## src/logic/eth_rx_consts.svh

```systemverilog
`ifndef ETH_RX_CONSTS_SVH
`define ETH_RX_CONSTS_SVH

// ethernet header: dst mac, src mac, ethertype
`define ETH_HDR_BYTES 14

// seven 0x55 then the 0xd5 sfd, oldest byte in the low end
`define ETH_PREAMBLE_SFD 64'hd555_5555_5555_5555

`define RX_FIFO_DEPTH 16

`define REG_CTRL        8'h00
`define REG_MAC_LO      8'h04
`define REG_MAC_HI      8'h08
`define REG_FRAMES_OK   8'h0c
`define REG_FRAMES_DROP 8'h10
`define REG_STATUS      8'h14

`endif

```

## src/logic/eth_rx_pkg.sv

```systemverilog
`include "eth_rx_consts.svh"

package eth_rx_pkg;

    // fields in wire order, first byte on the wire is the msb
    typedef struct packed {
        logic [47:0] mac_dst;
        logic [47:0] mac_src;
        logic [15:0] ethertype;
    } eth_header_t;

    // bytes view is shifted in from the low end, fields view is decoded
    typedef union packed {
        eth_header_t                      fields;
        logic [`ETH_HDR_BYTES-1:0][7:0] bytes;
    } eth_header_u;

    typedef enum logic [2:0] {
        IDLE,
        PREAMBLE,
        HEADER,
        PAYLOAD,
        DISCARD
    } parse_state_e;

endpackage

```

## src/logic/axis_byte_if.sv

```systemverilog
interface axis_byte_if;

    logic [7:0] tdata;
    logic       tvalid;
    logic       tlast;
    logic       tready;

    modport master (
        output tdata,
        output tvalid,
        output tlast,
        input  tready
    );

    modport slave (
        input  tdata,
        input  tvalid,
        input  tlast,
        output tready
    );

endinterface

```

## src/logic/eth_rx_top.sv

```systemverilog
`include "eth_rx_consts.svh"

module eth_rx_top (
    input  logic        clk_i,
    input  logic        rst_i,
    input  logic [7:0]  rx_d_i,
    input  logic        rx_dv_i,
    input  logic        psel_i,
    input  logic        penable_i,
    input  logic        pwrite_i,
    input  logic [7:0]  paddr_i,
    input  logic [31:0] pwdata_i,
    output logic [31:0] prdata_o,
    output logic        pready_o,
    output logic        pslverr_o,
    output logic [7:0]  m_tdata_o,
    output logic        m_tvalid_o,
    output logic        m_tlast_o,
    input  logic        m_tready_i
);

    logic [47:0] station_mac;
    logic        filter_en;
    logic        rx_en;
    logic        frame_ok;
    logic        frame_drop;
    logic        overflow;

    axis_byte_if rx_axis ();  // parser to fifo

    frame_parser u_parser (
        .clk_i         (clk_i),
        .rst_i         (rst_i),
        .rx_d_i        (rx_d_i),
        .rx_dv_i       (rx_dv_i),
        .station_mac_i (station_mac),
        .filter_en_i   (filter_en),
        .rx_en_i       (rx_en),
        .frame_ok_o    (frame_ok),
        .frame_drop_o  (frame_drop),
        .m_axis        (rx_axis.master)
    );

    rx_stream_fifo #(
        .DEPTH (`RX_FIFO_DEPTH)
    ) u_fifo (
        .clk_i      (clk_i),
        .rst_i      (rst_i),
        .s_axis     (rx_axis.slave),
        .m_tdata_o  (m_tdata_o),
        .m_tvalid_o (m_tvalid_o),
        .m_tlast_o  (m_tlast_o),
        .m_tready_i (m_tready_i),
        .overflow_o (overflow)
    );

    rx_apb_regs u_regs (
        .clk_i         (clk_i),
        .rst_i         (rst_i),
        .psel_i        (psel_i),
        .penable_i     (penable_i),
        .pwrite_i      (pwrite_i),
        .paddr_i       (paddr_i),
        .pwdata_i      (pwdata_i),
        .prdata_o      (prdata_o),
        .pready_o      (pready_o),
        .pslverr_o     (pslverr_o),
        .frame_ok_i    (frame_ok),
        .frame_drop_i  (frame_drop),
        .overflow_i    (overflow),
        .station_mac_o (station_mac),
        .filter_en_o   (filter_en),
        .rx_en_o       (rx_en)
    );

endmodule

```

## src/logic/frame_parser.sv

```systemverilog
`include "eth_rx_consts.svh"

module frame_parser (
    input  logic        clk_i,
    input  logic        rst_i,
    input  logic [7:0]  rx_d_i,
    input  logic        rx_dv_i,
    input  logic [47:0] station_mac_i,
    input  logic        filter_en_i,
    input  logic        rx_en_i,
    output logic        frame_ok_o,
    output logic        frame_drop_o,
    axis_byte_if.master m_axis
);
    import eth_rx_pkg::*;

    logic [2:0][7:0] rxd_z;
    logic [2:0]      rxdv_z;
    logic [7:0]      cur_d;
    logic            cur_dv;
    logic            frame_start;
    logic            last_byte;

    parse_state_e state;
    parse_state_e state_next;
    logic [3:0]   cnt;

    logic [63:0] pre_win;
    logic [63:0] pre_next;
    eth_header_u hdr;
    eth_header_u hdr_next;
    logic        hdr_done;
    logic        mac_hit;
    logic        is_bcast;
    logic        accept;

    logic [7:0] hold_d;
    logic       hold_v;
    logic [7:0] out_d;
    logic       out_v;
    logic       out_last;

    // input delay line
    always_ff @(posedge clk_i) begin
        rxd_z <= {rxd_z[1:0], rx_d_i};
    end

    always_ff @(posedge clk_i) begin
        if (rst_i) begin
            rxdv_z <= '0;
        end else begin
            rxdv_z <= {rxdv_z[1:0], rx_dv_i};
        end
    end

    assign cur_d       = rxd_z[2];
    assign cur_dv      = rxdv_z[2];
    assign frame_start = ~rxdv_z[2] & rxdv_z[1];  // first byte lands in stage 2 next cycle
    assign last_byte   = rxdv_z[2] & ~rxdv_z[1];

    assign pre_next       = {cur_d, pre_win[63:8]};
    assign hdr_next.bytes = {hdr.bytes[`ETH_HDR_BYTES-2:0], cur_d};

    // filter on the header as it will look once this byte is in
    assign mac_hit  = (hdr_next.fields.mac_dst == station_mac_i);
    assign is_bcast = &hdr_next.fields.mac_dst;
    assign accept   = rx_en_i & (~filter_en_i | mac_hit | is_bcast);
    assign hdr_done = (state == HEADER) && (cnt == 4'(`ETH_HDR_BYTES - 1));

    always_comb begin
        state_next = state;
        case (state)
            IDLE: begin
                if (frame_start) begin
                    state_next = PREAMBLE;
                end
            end
            PREAMBLE: begin
                if (last_byte) begin
                    state_next = IDLE;
                end else if (cnt == 4'd7) begin
                    state_next = (pre_next == `ETH_PREAMBLE_SFD) ? HEADER : DISCARD;
                end
            end
            HEADER: begin
                if (last_byte) begin
                    state_next = IDLE;  // runt gives no pulse unless the header just completed
                end else if (hdr_done) begin
                    state_next = accept ? PAYLOAD : DISCARD;
                end
            end
            PAYLOAD, DISCARD: begin
                if (last_byte) begin
                    state_next = IDLE;
                end
            end
            default: state_next = IDLE;
        endcase
    end

    always_ff @(posedge clk_i) begin
        if (rst_i) begin
            state <= IDLE;
            cnt   <= '0;
        end else begin
            state <= state_next;
            if (state_next != state) begin
                cnt <= '0;
            end else begin
                cnt <= cnt + 1'b1;
            end
        end
    end

    always_ff @(posedge clk_i) begin
        if (state == PREAMBLE) begin
            pre_win <= pre_next;
        end
        if (state == HEADER) begin
            hdr <= hdr_next;
        end
        hold_d <= cur_d;
        out_d  <= hold_d;
    end

    // held byte is last when nothing follows it in stage 2
    always_ff @(posedge clk_i) begin
        if (rst_i) begin
            hold_v       <= 1'b0;
            out_v        <= 1'b0;
            out_last     <= 1'b0;
            frame_drop_o <= 1'b0;
        end else begin
            hold_v       <= (state == PAYLOAD);
            out_v        <= hold_v;
            out_last     <= hold_v & ~cur_dv;
            frame_drop_o <= hdr_done & ~accept;
        end
    end

    assign frame_ok_o    = out_last;
    assign m_axis.tdata  = out_d;
    assign m_axis.tvalid = out_v;
    assign m_axis.tlast  = out_last;

    // the final beat of a frame is never followed directly by another beat
    last_has_valid: assert property (
        @(posedge clk_i) disable iff (rst_i)
        m_axis.tlast |-> m_axis.tvalid ##1 !m_axis.tvalid
    );

    ok_drop_exclusive: assert property (
        @(posedge clk_i) disable iff (rst_i)
        !(frame_ok_o && frame_drop_o)
    );

endmodule

```

## src/logic/rx_apb_regs.sv

```systemverilog
`include "eth_rx_consts.svh"

module rx_apb_regs (
    input  logic        clk_i,
    input  logic        rst_i,
    input  logic        psel_i,
    input  logic        penable_i,
    input  logic        pwrite_i,
    input  logic [7:0]  paddr_i,
    input  logic [31:0] pwdata_i,
    output logic [31:0] prdata_o,
    output logic        pready_o,
    output logic        pslverr_o,
    input  logic        frame_ok_i,
    input  logic        frame_drop_i,
    input  logic        overflow_i,
    output logic [47:0] station_mac_o,
    output logic        filter_en_o,
    output logic        rx_en_o
);

    logic        access;
    logic        addr_hit;
    logic        addr_ro;
    logic        wr_en;
    logic [31:0] frames_ok;
    logic [31:0] frames_drop;
    logic        ovf_sticky;

    assign access = psel_i & penable_i;
    assign wr_en  = access & pwrite_i & addr_hit & ~addr_ro;

    // read mux and decode
    always_comb begin
        addr_hit = 1'b1;
        addr_ro  = 1'b0;
        prdata_o = '0;
        case (paddr_i)
            `REG_CTRL:    prdata_o = {30'd0, filter_en_o, rx_en_o};
            `REG_MAC_LO:  prdata_o = station_mac_o[31:0];
            `REG_MAC_HI:  prdata_o = {16'd0, station_mac_o[47:32]};
            `REG_FRAMES_OK: begin
                prdata_o = frames_ok;
                addr_ro  = 1'b1;
            end
            `REG_FRAMES_DROP: begin
                prdata_o = frames_drop;
                addr_ro  = 1'b1;
            end
            `REG_STATUS:  prdata_o = {31'd0, ovf_sticky};
            default:      addr_hit = 1'b0;
        endcase
    end

    assign pready_o  = access;  // no wait states
    assign pslverr_o = access & (~addr_hit | (pwrite_i & addr_ro));

    always_ff @(posedge clk_i) begin
        if (rst_i) begin
            rx_en_o       <= 1'b0;
            filter_en_o   <= 1'b1;
            station_mac_o <= '0;
        end else if (wr_en) begin
            case (paddr_i)
                `REG_CTRL: begin
                    rx_en_o     <= pwdata_i[0];
                    filter_en_o <= pwdata_i[1];
                end
                `REG_MAC_LO: station_mac_o[31:0]  <= pwdata_i;
                `REG_MAC_HI: station_mac_o[47:32] <= pwdata_i[15:0];
                default: ;
            endcase
        end
    end

    always_ff @(posedge clk_i) begin
        if (rst_i) begin
            frames_ok   <= '0;
            frames_drop <= '0;
            ovf_sticky  <= 1'b0;
        end else begin
            if (frame_ok_i) begin
                frames_ok <= frames_ok + 1'b1;
            end
            if (frame_drop_i) begin
                frames_drop <= frames_drop + 1'b1;
            end
            // a new overflow wins over a clear in the same cycle
            if (overflow_i) begin
                ovf_sticky <= 1'b1;
            end else if (wr_en && paddr_i == `REG_STATUS && pwdata_i[0]) begin
                ovf_sticky <= 1'b0;
            end
        end
    end

    // error only in an access phase that followed its setup phase
    slverr_in_access: assert property (
        @(posedge clk_i) disable iff (rst_i)
        pslverr_o |-> psel_i && penable_i && $past(psel_i && !penable_i)
    );

endmodule

```

## src/logic/rx_stream_fifo.sv

```systemverilog
module rx_stream_fifo #(
    parameter int DEPTH = 16
) (
    input  logic        clk_i,
    input  logic        rst_i,
    axis_byte_if.slave  s_axis,
    output logic [7:0]  m_tdata_o,
    output logic        m_tvalid_o,
    output logic        m_tlast_o,
    input  logic        m_tready_i,
    output logic        overflow_o
);

    localparam int AW = (DEPTH > 1) ? $clog2(DEPTH) : 1;
    localparam logic [AW-1:0] LAST_IDX = AW'(DEPTH - 1);
    localparam logic [AW:0]   FULL_CNT = (AW + 1)'(DEPTH);

    logic [8:0]    mem [DEPTH];  // {last, data}
    logic [AW-1:0] wr_ptr;
    logic [AW-1:0] rd_ptr;
    logic [AW:0]   count;
    logic          wr_en;
    logic          rd_en;

    assign s_axis.tready = (count != FULL_CNT);
    assign wr_en         = s_axis.tvalid & s_axis.tready;
    assign rd_en         = m_tvalid_o & m_tready_i;

    // fall-through read of the head entry
    assign m_tvalid_o             = (count != '0);
    assign {m_tlast_o, m_tdata_o} = mem[rd_ptr];

    always_ff @(posedge clk_i) begin
        if (wr_en) begin
            mem[wr_ptr] <= {s_axis.tlast, s_axis.tdata};
        end
    end

    always_ff @(posedge clk_i) begin
        if (rst_i) begin
            wr_ptr     <= '0;
            rd_ptr     <= '0;
            count      <= '0;
            overflow_o <= 1'b0;
        end else begin
            if (wr_en) begin
                wr_ptr <= (wr_ptr == LAST_IDX) ? '0 : wr_ptr + 1'b1;
            end
            if (rd_en) begin
                rd_ptr <= (rd_ptr == LAST_IDX) ? '0 : rd_ptr + 1'b1;
            end
            case ({wr_en, rd_en})
                2'b10:   count <= count + 1'b1;
                2'b01:   count <= count - 1'b1;
                default: count <= count;
            endcase
            overflow_o <= s_axis.tvalid & ~s_axis.tready;  // beat lost
        end
    end

    // count stays in range and agrees with the pointer gap
    count_in_range: assert property (
        @(posedge clk_i) disable iff (rst_i)
        count <= FULL_CNT
        && (int'(wr_ptr) - int'(rd_ptr) + DEPTH) % DEPTH == int'(count) % DEPTH
    );

    data_held_on_stall: assert property (
        @(posedge clk_i) disable iff (rst_i)
        m_tvalid_o && !m_tready_i |=> m_tvalid_o && $stable(m_tdata_o)
    );

endmodule

```

## config.mk

```make
export PLATFORM = sky130hd
export DESIGN_NAME = eth_rx_top
export DESIGN_NICKNAME = d
export VERILOG_FILES = /design/src/logic/eth_rx_pkg.sv /design/src/logic/axis_byte_if.sv /design/src/logic/eth_rx_top.sv /design/src/logic/frame_parser.sv /design/src/logic/rx_apb_regs.sv /design/src/logic/rx_stream_fifo.sv
export VERILOG_INCLUDE_DIRS = /design/src /design/src/logic
export SDC_FILE = /design/constraint.sdc
export NUM_CORES = 1
export LEC_CHECK = 0
export ABC_AREA = 1
export BUFFER_PORTS_ARGS = -buffer_cell sky130_fd_sc_hd__buf_2
export CAP_MARGIN = 20
export CORE_MARGIN = 1.5
export CORE_UTILIZATION = 63
export CTS_BUF_LIST = sky130_fd_sc_hd__clkbuf_4
export DETAILED_ROUTE_END_ITERATION = 6
export PLACE_DENSITY = 0.82
export SLEW_MARGIN = 20
export SYNTH_ARGS = -nofsm -noshare
export SYNTH_HDL_FRONTEND = slang
export SYNTH_SLANG_ARGS = --single-unit
```

## constraint.sdc

```tcl
create_clock -name clk_i -period 10 [get_ports clk_i]
set_input_delay 2 -clock clk_i [delete_from_list [all_inputs] [get_ports clk_i]]
set_output_delay 2 -clock clk_i [all_outputs]
set_load 0.005 [all_outputs]
```

==> impl_results.md <==
- EDFF count, synth: 304
- Syn avg cell area: 10.75 sq um
- Vias/cell: 5.655
- Post-Layout Cell Count: 2495
- Post-CTS Setup Repair Bufs: 0
- PwrDens: 198.0 mW/mm^2
- Cells after Synth: 1828
- Final ANT Viol Nets: 0
- VDD IR max: 0.0001831 V
- Seq pwr share: 50.2%
- Final min period: 6.513 ns
- Die W: 179.6 um
- Number of H-tree levels: 3
- FP Rows: 64
- Clock-pin transition on the worst setup and hold timing paths: 0.07 ns
- CP arrival: 4.51 ns
- HPWL after DPL: 31220 um
- Gate power share: 10.5%
- Clock sink count: 491
- DP Cell Count: 2271
- Final period utilization: 65.13%
- Leak: 8.028 nW
- Utilization after layout: 72.26%
- CTS tree: yes
- Slew of the pin with the lowest slew margin: 1.039 ns
- Resized cells post-CTS: 0
- Count of different cell masters after synthesis: 51
- Global placement routability congestion: 0.9344
- Leading area contributor after synthesis: edfxtp_1
- Fin. Hold Viols: 0
- Placed Area: 0.02048 sq mm
- GRT Overall Usage: 28.53%
- Largest net degree at the start of global routing: 109
- Commonest cells post-synth: edfxtp_1, nand2_1, inv_1
- Int Pwr: 3.286 mW
- Die area: 0.03225 sq mm
- Initial antenna violation count: 1
- Endpoints failing setup: 0
- Core Area: 0.03067 sq mm
- Clock Tree Buf Depth: 3
- Yosys warns: 0
- Drt first pass iters: 6
- CP Capture Type: primary output
- Sw Share: 25.13%
- CTS buffer count: 117
- Die Ht: 179.6 um
- Fraction of layout cells with a size suffix above 1: 17.64%
- Vias in the first global route: 13820
- Global-route wire length before repair: 71580 um
- Final #Nets: 2064
- Peak Freq: 153.5 MHz
- Fill cells: 2092
- Drt first-iter violations: 1228
- Post-Syn Area: 0.01965 sq mm
- Congestion Overflow GR: 0
- Layout area overhead: 12.80%
- Largest cells by area after synthesis: edfxtp_1, dfxtp_1, nand2_1
- Layout Skew: 0.04491 ns
- Worst Path Required: 8.00 ns
- Drt drc: 0
- Port bufs: 98
- Via count: 14110
- Top-count cell post-synth: edfxtp_1
- Clock root cell: clkbuf_4
- Max-cap violation count: 0
- Crit path launch type: primary input
- Post-synthesis sequential area ratio: 65.52%
- Worst rel slew slack: 30.48%
- Flop and latch count out of synthesis: 491
- Slew Limit Fails: 0
- Syn_nets: 1897
- IO Pins: 99
- Post-layout instance area: 0.02216 sq mm
- Fin Setup TNS: 0 ns
- Clock network fraction of total power: 39.3%
- Avg WL per Cell: 18.51 um
- Initial Utilization: 64.06%
- CP max FO: 23
- Outcome: finished, final reports clean
- Yosys top cell area share: 46.46%
- Sw Pwr: 1.103 mW
- Skew-Pair Late Insertion Delay: 0.83 ns
- Final Routed Wirelength: 46180 um
- Asr flop ratio synth: 0%
- Crit Path Class: primary input to primary output
- CTS Hold Bufs: 0
- Main synth FF type: edfxtp_1
- Hold WC Path Type: flip-flop to flip-flop
- RSZ-0062 raised after global routing: false
[layout by cell type, fill, tap and decap left out, types with 30 or more instances in the layout]
master,count
nor3_1,36
xnor2_1,36
a21oi_1,137
nand3_1,47
o211ai_1,38
dfxtp_1,186
clkbuf_4,195
mux2i_1,36
nor2_1,133
o21ai_1,36
buf_2,98
nand4_1,30
o21ai_0,101
nand2_1,262
edfxtp_1,304
inv_1,238
[sequential cells by signal (all words and copies together), names as in the netlist, 3 cells and up, named ones only]
name                   count
u_parser.pre_win          56
u_fifo.count               5
u_parser.hdr             104
u_parser.rxd_z            16
u_fifo.rd_ptr              4
u_regs.station_mac_o      48
u_parser.state             3
u_parser.m_axis.tdata      8
u_parser.rxdv_z            3
u_parser.hold_d            8
u_fifo.wr_ptr              4
u_regs.frames_ok          32
u_regs.frames_drop        32
u_parser.cur_d             8
u_parser.cnt               4
u_fifo.mem               144
[worst max-delay path, cell delays in order]
cell,delay (ns)
buf_2,0.09
nor2_1,0.16
nand2_1,0.08
nor2_1,0.45
nand2_1,0.64
inv_1,0.53
nand2_1,0.11
o2111ai_1,0.25
buf_2,0.20
[area by class of cell]
class,instances,area (sq um),area share (%)
flip-flops and latches,491,12880,58.10
multi-input cells,1022,5602,25.28
clock buffers,195,1464,6.605
inverters,257,964.7,4.353
repair buffers,106,561.8,2.535
well taps,396,495.5,2.236
clock inverters,26,193.9,0.8751
diodes,2,5.005,0.02258
[final timing paths]
path                            slack (ns)         startpoint  depth (start not counted)                  to
worst max register to register        7.31    u_fifo.count[1]                         14     u_fifo.count[4]
worst min register to register        0.32  u_parser.rxd_z[6]                          0  u_parser.rxd_z[14]
worst min-delay path                  0.32  u_parser.rxd_z[6]                          0  u_parser.rxd_z[14]
worst max-delay path                  3.49         paddr_i[7]                          9         prdata_o[0]
[power by group through the flow]
stage | sequential (mW) | combinational [mW] | clock, mW
after global placement | 2.25 | 0.430 | 0
after detailed placement | 2.25 | 0.449 | 0
after global routing | 2.21 | 0.509 | 1.86
after CTS | 2.21 | 0.453 | 1.76
final | 2.20 | 0.460 | 1.72
after floorplan | 2.24 | 0.335 | 0
[cells by family (layout without fill, tap and decap cells)]
group                    count (synthesis)  in the layout  share of synthesized area, %
AO/OA/AOI/OAI                          363            363                         10.57
adder cells (fa/ha/maj)                 14             14                        0.9298
AND/OR/NAND/NOR                        568            568                         13.25
buffers and inverters                  315            584                         6.075
XOR/XNOR                                41             41                         1.828
flip-flops                             491            491                         65.52
multiplexers                            36             36                         1.834
other                                    0              2                             0
[layer usage]
layer | up-vias | GRT usage [%] | part of all wire (%)
met2 | 641 | 48.51 | 49
met1 | 6629 | 35.00 | 39
met5 | - | 0 | 0
met3 | 117 | 5.814 | 7.5
met4 | 0 | 13.67 | 3.9
li1 | 6721 | - | -
[stage by stage]
step | hold WS [ns] | setup WS (ns) | total power [mW]
2_1_floorplan | 0.3096 | 1.615 | 2.570
3_3_place_gp | 0.3108 | 3.557 | 2.675
3_5_place_dp | 0.3121 | 3.571 | 2.698
4_1_cts | 0.3282 | 3.570 | 4.416
5_1_grt | 0.3283 | 3.363 | 4.573
6_report | 0.3244 | 3.487 | 4.388
(Power assumes the default switching activity.)
